## config.mk

```make
export PLATFORM = sky130hd
export DESIGN_NAME = mipsControl
export DESIGN_NICKNAME = d
export VERILOG_FILES = /design/src/mipsCtrlPkg.sv /design/src/controlFsm.sv /design/src/ctrlSignalGen.sv /design/src/instrDecode.sv /design/src/mipsControl.sv
export SDC_FILE = /design/constraint.sdc
export NUM_CORES = 1
export LEC_CHECK = 0
export BUFFER_PORTS_ARGS = -buffer_cell sky130_fd_sc_hd__buf_2
export CORE_MARGIN = 2
export CORE_UTILIZATION = 35
export DETAILED_ROUTE_END_ITERATION = 6
export PLACE_DENSITY = 0.74
export SYNTH_ARGS = -nofsm -noshare
export SYNTH_HDL_FRONTEND = slang
export SYNTH_SLANG_ARGS = --single-unit
```

## constraint.sdc

```tcl
create_clock -name Clk -period 1.6 [get_ports Clk]
set_input_delay 0.16 -clock Clk [delete_from_list [all_inputs] [get_ports Clk]]
set_output_delay 0.16 -clock Clk [all_outputs]
set_load 0.02 [all_outputs]
```

## src/mipsCtrlPkg.sv

```systemverilog
`default_nettype none

package mipsCtrlPkg;

	localparam int opcodeW = 6;
	localparam int functW = 6;
	localparam int aluSelW = 3;
	localparam int classW = 4; // ten classes need four bits
	localparam int srcBW = 2;
	localparam int pcSrcW = 2;
	localparam int stateW = 5;

	// opcodes handled by the unit
	typedef enum logic [opcodeW-1:0]
	{
		opFunct = 6'h00, // R-type, operation in funct
		opJ = 6'h02,
		opBeq = 6'h04,
		opBne = 6'h05
	} opcodeT;

	typedef enum logic [functW-1:0]
	{
		functNop = 6'h00,
		functBreak = 6'h0D,
		functAdd = 6'h20,
		functSub = 6'h22,
		functAnd = 6'h24,
		functXor = 6'h26
	} functT;

	typedef enum logic [classW-1:0]
	{
		classAdd,
		classAnd,
		classSub,
		classXor,
		classNop,
		classBrk,
		classBeq,
		classBne,
		classJmp,
		classUnknown // anything not listed above
	} instrClassT;

	// ALU operation codes as seen by the datapath
	typedef enum logic [aluSelW-1:0]
	{
		aluPass = 3'b000,
		aluAdd = 3'b001,
		aluSub = 3'b010,
		aluAnd = 3'b011,
		aluXor = 3'b110
	} aluOpT;

	typedef enum logic [srcBW-1:0]
	{
		srcBReg = 2'b00, // register B
		srcBFour = 2'b01, // constant 4 for PC increment
		srcBOffset = 2'b11 // sign extended offset shifted by two
	} srcBT;

	typedef enum logic [pcSrcW-1:0]
	{
		pcSrcAlu = 2'b00, // live ALU result
		pcSrcAluOut = 2'b01, // branch target held in ALUOut
		pcSrcJump = 2'b10 // jump target from IR
	} pcSrcT;

	typedef enum logic [stateW-1:0]
	{
		stReset,
		stFetch,
		stFetchWait1,
		stFetchWait2,
		stDecode,
		stAluExec,
		stRegWb,
		stNop,
		stBrk,
		stBranchCmp,
		stBeqResolve,
		stBneResolve,
		stJump
	} ctrlStateT;

endpackage : mipsCtrlPkg

`default_nettype wire

```

## src/controlFsm.sv

```systemverilog
`timescale 1ns/10ps
`default_nettype none

module controlFsm
(
	input logic Clk,
	input logic rstN,
	input mipsCtrlPkg::instrClassT instrClass,
	output mipsCtrlPkg::ctrlStateT state,
	output mipsCtrlPkg::aluOpT aluOp
);

	import mipsCtrlPkg::*;

	ctrlStateT nextState;
	aluOpT classAluOp;
	logic branchNe; // remembers bne versus beq past decode

	// R-type operation for the execute step
	always_comb
	begin
		case (instrClass)
			classAdd: classAluOp = aluAdd;
			classAnd: classAluOp = aluAnd;
			classSub: classAluOp = aluSub;
			classXor: classAluOp = aluXor;
			default: classAluOp = aluPass;
		endcase
	end

	always_comb
	begin
		case (state)
			stReset: nextState = stFetch;
			stFetch: nextState = stFetchWait1;
			stFetchWait1: nextState = stFetchWait2;
			stFetchWait2: nextState = stDecode;
			stDecode:
			begin
				case (instrClass)
					classAdd, classAnd, classSub, classXor: nextState = stAluExec;
					classNop: nextState = stNop;
					classBrk: nextState = stBrk;
					classBeq, classBne: nextState = stBranchCmp;
					classJmp: nextState = stJump;
					default: nextState = stFetch; // unknown code, refetch
				endcase
			end
			stAluExec: nextState = stRegWb;
			stBranchCmp: nextState = branchNe ? stBneResolve : stBeqResolve;
			stBrk: nextState = stBrk; // halted until reset
			default: nextState = stFetch; // regWb, nop, jump and resolves
		endcase
	end

	always_ff @(posedge Clk or negedge rstN)
	begin
		if (!rstN)
		begin
			state <= stReset;
			aluOp <= aluPass;
			branchNe <= 1'b0;
		end
		else
		begin
			state <= nextState;
			if (state == stDecode) // instruction sampled only here
			begin
				aluOp <= classAluOp;
				branchNe <= (instrClass == classBne);
			end
		end
	end

endmodule : controlFsm

`default_nettype wire

```

## src/ctrlSignalGen.sv

```systemverilog
`timescale 1ns/10ps
`default_nettype none

module ctrlSignalGen
(
	input mipsCtrlPkg::ctrlStateT state,
	input mipsCtrlPkg::aluOpT aluOp,
	input logic aluEq,
	output logic regsReset,
	output logic irWrite,
	output logic mdrLoad,
	output logic aLoad,
	output logic bLoad,
	output logic aluOutLoad,
	output logic regWrite,
	output logic regDst,
	output logic pcLoad,
	output mipsCtrlPkg::pcSrcT pcSource,
	output mipsCtrlPkg::aluOpT aluSel,
	output logic aluSrcA,
	output mipsCtrlPkg::srcBT aluSrcB
);

	import mipsCtrlPkg::*;

	always_comb
	begin
		// idle control word, overridden per state
		regsReset = 1'b0;
		irWrite = 1'b0;
		mdrLoad = 1'b0;
		aLoad = 1'b0;
		bLoad = 1'b0;
		aluOutLoad = 1'b0;
		regWrite = 1'b0;
		regDst = 1'b0;
		pcLoad = 1'b0;
		pcSource = pcSrcAlu;
		aluSel = aluPass;
		aluSrcA = 1'b0; // PC
		aluSrcB = srcBReg;

		case (state)
			stReset:
			begin
				regsReset = 1'b1; // clear all datapath registers
			end

			stFetch, stFetchWait1:
			begin
				irWrite = 1'b1; // hold memory read into IR
				mdrLoad = 1'b1;
				aluSrcB = srcBFour;
			end

			stFetchWait2:
			begin
				irWrite = 1'b1;
				mdrLoad = 1'b1;
				aluSrcB = srcBFour;
				aluSel = aluAdd; // PC + 4
				pcLoad = 1'b1;
				pcSource = pcSrcAlu;
			end

			stDecode:
			begin
				aLoad = 1'b1; // register file reads
				bLoad = 1'b1;
				aluOutLoad = 1'b1; // branch target kept for later
				aluSel = aluAdd;
				aluSrcB = srcBOffset;
			end

			stAluExec:
			begin
				aluSel = aluOp; // latched at decode
				aluSrcA = 1'b1;
				aluOutLoad = 1'b1;
			end

			stRegWb:
			begin
				regWrite = 1'b1;
				regDst = 1'b1; // rd field
			end

			stBranchCmp:
			begin
				aluSel = aluSub; // A - B sets the equal flag
				aluSrcA = 1'b1;
			end

			stBeqResolve:
			begin
				pcLoad = aluEq;
				pcSource = pcSrcAluOut;
			end

			stBneResolve:
			begin
				pcLoad = !aluEq;
				pcSource = pcSrcAluOut;
			end

			stJump:
			begin
				pcLoad = 1'b1;
				pcSource = pcSrcJump;
			end

			default:
			begin
				// nop and brk keep the idle word
			end
		endcase
	end

endmodule : ctrlSignalGen

`default_nettype wire

```

## src/instrDecode.sv

```systemverilog
`timescale 1ns/10ps
`default_nettype none

module instrDecode
(
	input mipsCtrlPkg::opcodeT op,
	input mipsCtrlPkg::functT funct,
	output mipsCtrlPkg::instrClassT instrClass
);

	import mipsCtrlPkg::*;

	always_comb
	begin
		case (op)
			opFunct:
			begin
				case (funct) // only meaningful for R-type
					functAdd: instrClass = classAdd;
					functAnd: instrClass = classAnd;
					functSub: instrClass = classSub;
					functXor: instrClass = classXor;
					functNop: instrClass = classNop;
					functBreak: instrClass = classBrk;
					default: instrClass = classUnknown;
				endcase
			end

			opBeq: instrClass = classBeq;

			opBne: instrClass = classBne;

			opJ: instrClass = classJmp;

			default: instrClass = classUnknown; // LW, SW, LUI and the rest
		endcase
	end

endmodule : instrDecode

`default_nettype wire

```

## src/mipsControl.sv

```systemverilog
`timescale 1ns/10ps
`default_nettype none

module mipsControl
(
	input logic Clk,
	input logic rstN,
	input mipsCtrlPkg::opcodeT op,
	input mipsCtrlPkg::functT funct,
	input logic aluEq,
	output logic regsReset,
	output logic irWrite,
	output logic mdrLoad,
	output logic aLoad,
	output logic bLoad,
	output logic aluOutLoad,
	output logic regWrite,
	output logic regDst,
	output logic pcLoad,
	output mipsCtrlPkg::pcSrcT pcSource,
	output mipsCtrlPkg::aluOpT aluSel,
	output logic aluSrcA,
	output mipsCtrlPkg::srcBT aluSrcB
);

	import mipsCtrlPkg::*;

	instrClassT instrClass;
	ctrlStateT state;
	aluOpT aluOp; // R-type operation held from decode

	instrDecode uDecode
	(
		.op(op),
		.funct(funct),
		.instrClass(instrClass)
	);

	controlFsm uFsm
	(
		.Clk(Clk),
		.rstN(rstN),
		.instrClass(instrClass),
		.state(state),
		.aluOp(aluOp)
	);

	ctrlSignalGen uSigGen
	(
		.state(state),
		.aluOp(aluOp),
		.aluEq(aluEq),
		.regsReset(regsReset),
		.irWrite(irWrite),
		.mdrLoad(mdrLoad),
		.aLoad(aLoad),
		.bLoad(bLoad),
		.aluOutLoad(aluOutLoad),
		.regWrite(regWrite),
		.regDst(regDst),
		.pcLoad(pcLoad),
		.pcSource(pcSource),
		.aluSel(aluSel),
		.aluSrcA(aluSrcA),
		.aluSrcB(aluSrcB)
	);

endmodule : mipsControl

`default_nettype wire

```

==> run metrics, run 1 <==
status finished, violations left; failing checks negative setup slack; Post-DRT Antenna Nets 0; wire per inst 12.1 um; worst-margin pin slew 0.467 ns; drt initial violations 11; Synth Area per Inst 7.25 um^2; Congestion Overflow GR 0; R2R depth 5; Unique masters post-synth 36; Max Clock Skew 0.00168 ns; DRC 0; CTS Root Cell clkbuf_4; Die ar. 0.00261 mm^2; highest metal layer with signal wires met4; Layout Cells excl Fill 172; area leader, netlist dfrtp_1; # diodes 0; Leak 0.534 nW; CTS Buffer Depth 2; routed wire length 2080 um; Fin Hold WS 0.238 ns; die width 51.1 um; synth top area cells dfrtp_1 (26%), a21oi_1 (5.8%), nor3_1 (5.8%); RSZ-0062 raised after global routing yes; synth warn 0; fin. max-slew vios 0; Critical Path Start Type flop; DR pass1 iterations 4; largest net degree at the start of global routing 13; layout cells sized above 1 44.4%; DR vias/cell 5.10; Clock transition at path regs 0.05 ns; Rows 17; Setup crit end kind primary output; Post-DP HPWL 1590 um; Setup crit end aluSrcB[0]; Pint 811 uW; part of the power in registers 18.4%; PD cells 1340 mW/mm^2; Setup-failing EPs final 8; Layout Area Growth over Synthesis 47.4%; post-synthesis sequential area ratio 25.8%; first-pass GRT wire length 3480 um; Critical Path RT 1.44 ns; power consumption 1.53 mW; crit path time final 1.68 ns; Final Wtd Congestion 0.849; final hold violations 0; Die H 51.1 um; crit path kind reg2out; reg2reg end uFsm.aluOp[0]$_DFFE_PN0P_; P_sw 722 uW; Top Ports 32; Initial Util 36.1%; Setup crit start uFsm.state[3]$_DFF_PN0_; DR WL met2 1050 um; Net count, final 161; Max IR drop VDD 0.713 mV; Net Sw Frac 47.1%; Num Clock Sinks 8; Vias 878; critical path arrival 1.52 ns; initial antenna violation count 0; crit-path max FO 4; Post-Synthesis Cells 107; WL met3 91 um; All-Layer GR Usage 17.8%; Post-Syn Nets 122; Skew-Pair Late Insertion Delay 0.26 ns; Clk network pwr share 10.0%; Comb pwr share 71.5%; post-route met1 wirelength 881 um; reg2reg start uFsm.state[3]$_DFF_PN0_; worst min-delay path category in2reg; slew margin rel. 68.6%; DP Cell Count 165; Synth top area share 25.8%; Max-cap violations 0; Post-Synthesis Cell Area 776 um^2; R2R setup slack -0.02 ns; vias in the first global route 800; CTS tree done; Yosys reg bits 8; clock buffer count from CTS 3; core area 0.00215 mm^2; H-Tree Depth 1; fmax 594 MHz; Port Buffers 31; final worst slack -0.0822 ns; fin crit share 105%
[cell usage in the layout, fill, tap and decap left out, types with 2 or more instances in the layout]
cell / instances
or2b_1: 3
o21ai_2: 2
clkbuf_4: 3
nor2_4: 2
nor2_1: 9
dfrtp_1: 8
buf_2: 23
or2_2: 2
a21oi_1: 8
nand2_1: 12
nor3_1: 7
buf_6: 8
nor3_2: 2
or3_1: 3
o21ai_0: 5
buf_4: 11
nand2b_4: 2
inv_1: 4
o21ai_1: 3
[metrics by stage]
step | area, um^2 | setup WS [ns] | utilization (%) | setup TNS [ns]
global route | 1140 | -0.112 | 53.2 | -0.717
global placement | 976 | 0.0961 | 45.4 | 0
floorplan | 790 | 0.0206 | - | 0
detailed placement | 976 | 0.0293 | 45.4 | 0
finish | 1140 | -0.0822 | 53.2 | -0.256
CTS | 1070 | -0.0820 | 49.9 | -0.321
[kinds of logic (layout without fill, tap and decap cells)]
| logic type | Yosys count | in the layout | share of synthesized area (%) |
|---|---|---|---|
| and+or+nand+nor | 54 | 54 | 39.2 |
| AOI/OAI and AO/OA | 29 | 29 | 22.7 |
| buffers and inverters | 15 | 52 | 11.1 |
| DFF | 8 | 8 | 25.8 |
| xor gates and xnor gates | 1 | 1 | 1.13 |
[registers in the layout, indices dropped and copies added (netlist names)]
register and count:
uFsm.aluOp 3, uFsm.branchNe 1, uFsm.state 4
[critical path: stages, from the launching register on]
cell and delay, ns:
dfrtp_1 0.37, or4b_4 0.59, or2b_1 0.19, buf_6 0.11
[routing by layer]
layer | vias up | track usage [%]
li1 | 449 | -
met1 | 390 | 21.7
met2 | 34 | 29.9
met3 | 5 | 0.877
met4 | 0 | 12.2
met5 | - | 0
[power by group through the flow]
stage	clock, mW	sequential, mW	combinational, mW
final	0.154	0.283	1.10
after global routing	0.169	0.286	1.18
after CTS	0.157	0.277	0.991
after detailed placement	0	0.280	0.863
after global placement	0	0.277	0.853
after floorplan	0	0.274	0.661
[how the worst min path moves through the flow]
stage              from  slack (ns)  cells after the start                   endpoint
2_1_floorplan      rstN       -0.14                      0  uFsm.aluOp[0]$_DFFE_PN0P_
4_1_cts        funct[5]        0.23                      3  uFsm.aluOp[0]$_DFFE_PN0P_
6_report       funct[5]        0.24                      3  uFsm.aluOp[2]$_DFFE_PN0P_
3_5_place_dp       rstN       0.005                      1  uFsm.branchNe$_DFFE_PN0P_
5_1_grt        funct[5]        0.26                      3  uFsm.aluOp[2]$_DFFE_PN0P_
3_3_place_gp       rstN       0.003                      1  uFsm.branchNe$_DFFE_PN0P_
[synth_stat cells]
library cell,n
and3_1,2
a31o_1,1
nand3_1,1
o21ai_1,3
nand2b_1,3
a31oi_1,1
or4b_1,1
buf_6,2
o41ai_1,1
or2b_1,3
clkbuf_1,3
nor4b_1,1
nand4_2,1
buf_4,4
o31ai_1,1
inv_1,6
nor3_4,1
o22a_1,1
o211a_1,1
nor2_1,11
o21bai_1,1
xnor2_1,1
nand3b_1,1
nand2_1,12
or3_1,3
a21oi_1,9
o21a_1,1
nor4_1,1
o32ai_1,1
dfrtp_1,8
or2_2,2
and3_2,1
o211ai_1,1
nor3_1,9
o21ai_0,7
or4b_4,1
[area by class of cell]
class	count	area, um^2
Sequential cell	8	200
Fill cell	207	1000
Tap cell	28	35.0
Clock buffer	3	22.5
Multi-Input combinational cell	84	559
Inverter	6	28.8
Timing Repair Buffer	43	298
[what timing repair did]
| item | 4_1_cts | 5_1_grt |
|---|---|---|
| gates resized for setup | 14 | 18 |
| pin swaps | 3 | 1 |
| endpoints found under the setup margin | 7 | 12 |
| hold buffers | 1 | 0 |
| buffers inserted | 2 | 1 |
| hold endpoints to repair | 8 | 0 |
No activity file was read; power rests on OpenSTA's default activity.
==> run 2: changes to the inputs <==
--- a/config.mk
+++ b/config.mk
@@ -9,7 +9,8 @@
 export CORE_MARGIN = 2
 export CORE_UTILIZATION = 35
 export DETAILED_ROUTE_END_ITERATION = 6
-export PLACE_DENSITY = 0.74
+export PLACE_DENSITY = 0.72
 export SYNTH_ARGS = -nofsm -noshare
 export SYNTH_HDL_FRONTEND = slang
+export SYNTH_HIERARCHICAL = 1
 export SYNTH_SLANG_ARGS = --single-unit
==> run 2 against run 1 <==
The flow still finishes with violations (negative setup slack). Global-route usage increased by 2.4 points. Sequential share of layout area decreased by 4.4 points. Non-clock buffer count increased by 24. Critical path depth increased by 2. Cell area increased by 35%. Area after synthesis increased by 10%. Clock-buffer cell count unchanged. Final cell count increased by 12%. First-iteration DRC count decreased by 27%. Via count increased by 20%. Sequential power increased by 3%. Flip-flop and latch count unchanged. Largest power group unchanged.
==> run metrics, run 2 <==
R2R setup slack 0.03 ns (+0.05 ns); fin. max-slew vios 0 (unchanged); Post-synth EDFFs 0 (unchanged); final hold violations 0 (unchanged); synth warn 6 (+6); R2R depth 4 (-1); Leak 0.678 nW (+27%); Comb pwr share 68.7% (-2.8 points); PD cells 924 mW/mm^2 (-31%); status finished, violations left; Clock transition at path regs 0.05 ns (about the same); CTS tree done; routed wire length 2790 um (+34%); Post-Syn Nets 119 (-2.5%); Yosys reg bits 8 (unchanged); post-synthesis sequential area ratio 23.5% (-2.3 points); Biggest register uFsm/state; Synth Area per Inst 8.20 um^2 (+13%); Post-DP HPWL 1800 um (+14%); Setup crit end pcLoad; Critical Path RT 1.44 ns (about the same); most common flop cell mapped by yosys dfrtp_1; Num Clock Sinks 8 (unchanged); Final Util 68.4% (+15 points); core area 0.00225 mm^2 (+5.0%); DRC 0 (unchanged); synth top area cells dfrtp_1 (23%), buf_4 (4.4%), nand2_1 (4.4%); first-pass GRT wire length 4150 um (+19%); Clk network pwr share 10.8% (+0.8 points); Vias 1056 (+20%); DR vias/cell 5.47 (+7.2%); All-Layer GR Usage 20.2% (+2.4 points); largest net degree at the start of global routing 12 (-1); Die ar. 0.00285 mm^2 (+9.2%); Congestion Overflow GR 0 (unchanged); Setup-failing EPs final 8 (unchanged); asr flop ratio synth 100% (unchanged); failing checks negative setup slack; # diodes 0 (unchanged); RSZ-0062 raised after global routing yes; Post-DRT Antenna Nets 0 (unchanged); Critical Path Start Type flop; critical path arrival 1.48 ns (-0.04 ns); Setup crit start uFsm/state[2]$_DFF_PN0_; fin crit share 103% (-2.4 points); die width 53.4 um (+4.5%); wire per inst 14.5 um (+19%); Layout Area Growth over Synthesis 80.6%; Initial Util 37.8% (+1.7 points); Post-Synthesis Cell Area 853 um^2 (+10%); crit path time final 1.64 ns (-0.0390 ns); worst min-delay path category in2async; Port Buffers 31 (unchanged); fmax 609 MHz (+2.4%); reg2reg start uFsm/state[1]$_DFF_PN0_; Die H 53.4 um (+4.5%); most frequent cells in the layout buf_4 (40), buf_2 (15), buf_6 (11); Unique masters post-synth 49 (+36%); CTS Buffer Depth 2 (unchanged); Synth top area share 23.5% (-2.3 points); initial antenna violation count 0 (unchanged); Rows 17 (unchanged); Largest register FFs 4 (unchanged); Skew-Pair Late Insertion Delay 0.25 ns (about the same); commonest non-fill, non-tap cell in the layout buf_4; DR pass1 iterations 4 (unchanged); drt initial violations 8 (-3); Net Sw Frac 41.5% (-5.6 points); cell with the most instances after synthesis nand2_1; crit-path max FO 5 (+1); vias in the first global route 1000 (+25%); Post-Synthesis Cells 104 (-2.8%); Max IR drop VDD 0.583 mV (-18%); Max Clock Skew 0.00145 ns (-0.000228 ns); Setup crit end kind primary output; Top Ports 32 (unchanged); layout cells sized above 1 69.1% (+25 points); part of the power in registers 20.5% (+2.1 points); H-Tree Depth 1 (unchanged); P_sw 592 uW (-18%); reg2reg end uFsm/aluOp[2]$_DFFE_PN0P_; Net count, final 182 (+13%); final worst slack -0.0433 ns (+0.0390 ns); area leader, netlist dfrtp_1; Pint 833 uW (+2.7%); clock buffer count from CTS 3 (unchanged); top cells by count, synth nand2_1 (10), dfrtp_1 (8), nor2_1 (7); Max-cap violations 0 (unchanged); biggest regs uFsm/state: 4 flops, uFsm/aluOp: 3 flops, uFsm/branchNe: 1 flops; Final Wtd Congestion 0.753 (-11%); Fin Hold WS 0.283 ns (+0.0449 ns); CTS Root Cell clkbuf_4; crit path kind reg2out
[run 2: power by group through the flow]
stage / Clock, mW / Combinational [mW] / Sequential (mW)
after floorplan: 0 / 0.436 / 0.311
after global placement: 0 / 0.650 / 0.290
after detailed placement: 0 / 0.674 / 0.292
after CTS: 0.154 / 0.793 / 0.288
after global routing: 0.173 / 1.04 / 0.294
final: 0.154 / 0.979 / 0.292
[run 2: repair_timing]
action,in CTS,in global routing
cloned,0,1
hold buffers,1,0
setup endpoints to repair,14,22
resized for setup,26,31
setup buffers,4,5
endpoints found under the hold margin,8,0
pin swaps,2,8
[run 2: logic make-up after synthesis]
group	count (synthesis)	synth area share (%)
buffers and inverters	12	9.38
AO/OA/AOI/OAI	26	25.2
other	1	0.439
multiplexers	1	1.17
flip-flops	8	23.5
XOR/XNOR	2	2.05
AND/OR/NAND/NOR	54	38.3
[run 2: worst min path at each step]
stage / start / end / slack [ns] / cells past startpoint
CTS: rstN / uFsm/state[0]$_DFF_PN0_ / 0.28 / 2
floorplan: rstN / uFsm/aluOp[0]$_DFFE_PN0P_ / -0.14 / 0
global placement: rstN / uFsm/state[3]$_DFF_PN0_ / 0.01 / 1
finish: rstN / uFsm/state[2]$_DFF_PN0_ / 0.28 / 2
global route: rstN / uFsm/state[2]$_DFF_PN0_ / 0.28 / 2
detailed placement: rstN / uFsm/state[3]$_DFF_PN0_ / 0.01 / 1
[run 2: worst max-delay path: stages, from the launching register on]
cell and delay, ns:
dfrtp_2 0.43, buf_6 0.14, nor2b_4 0.14, a21oi_2 0.08
o32ai_2 0.26, buf_4 0.18
[run 2: routing by layer]
| layer | track usage, % | vias to the layer above | share of wire, % |
|---|---|---|---|
| li1 | - | 504 | - |
| met1 | 17.9 | 499 | 33 |
| met2 | 43.2 | 40 | 57 |
| met3 | 1.41 | 13 | 4.5 |
| met4 | 10.3 | 0 | 4.7 |
| met5 | 0 | - | 0 |
[run 2: stage by stage]
| step | instance area (um^2) | total power, mW | instances | TNS (ns) | setup slack, ns |
|---|---|---|---|---|---|
| global placement | 1190 | 0.940 | 179 | -1.08 | -0.211 |
| detailed placement | 1190 | 0.966 | 179 | -1.51 | -0.278 |
| floorplan | 882 | 0.747 | 104 | -0.0134 | -0.0123 |
| global route | 1540 | 1.51 | 193 | -0.871 | -0.0941 |
| CTS | 1350 | 1.24 | 187 | -0.0706 | -0.0261 |
| finish | 1540 | 1.43 | 193 | -0.217 | -0.0433 |
[run 2: cell type report]
cell class	count	area, um^2
Multi-Input combinational cell	85	762
Fill cell	175	713
Timing Repair Buffer	67	509
Sequential cell	8	203
Tap cell	28	35.0
Clock buffer	3	22.5
Inverter	2	10.0
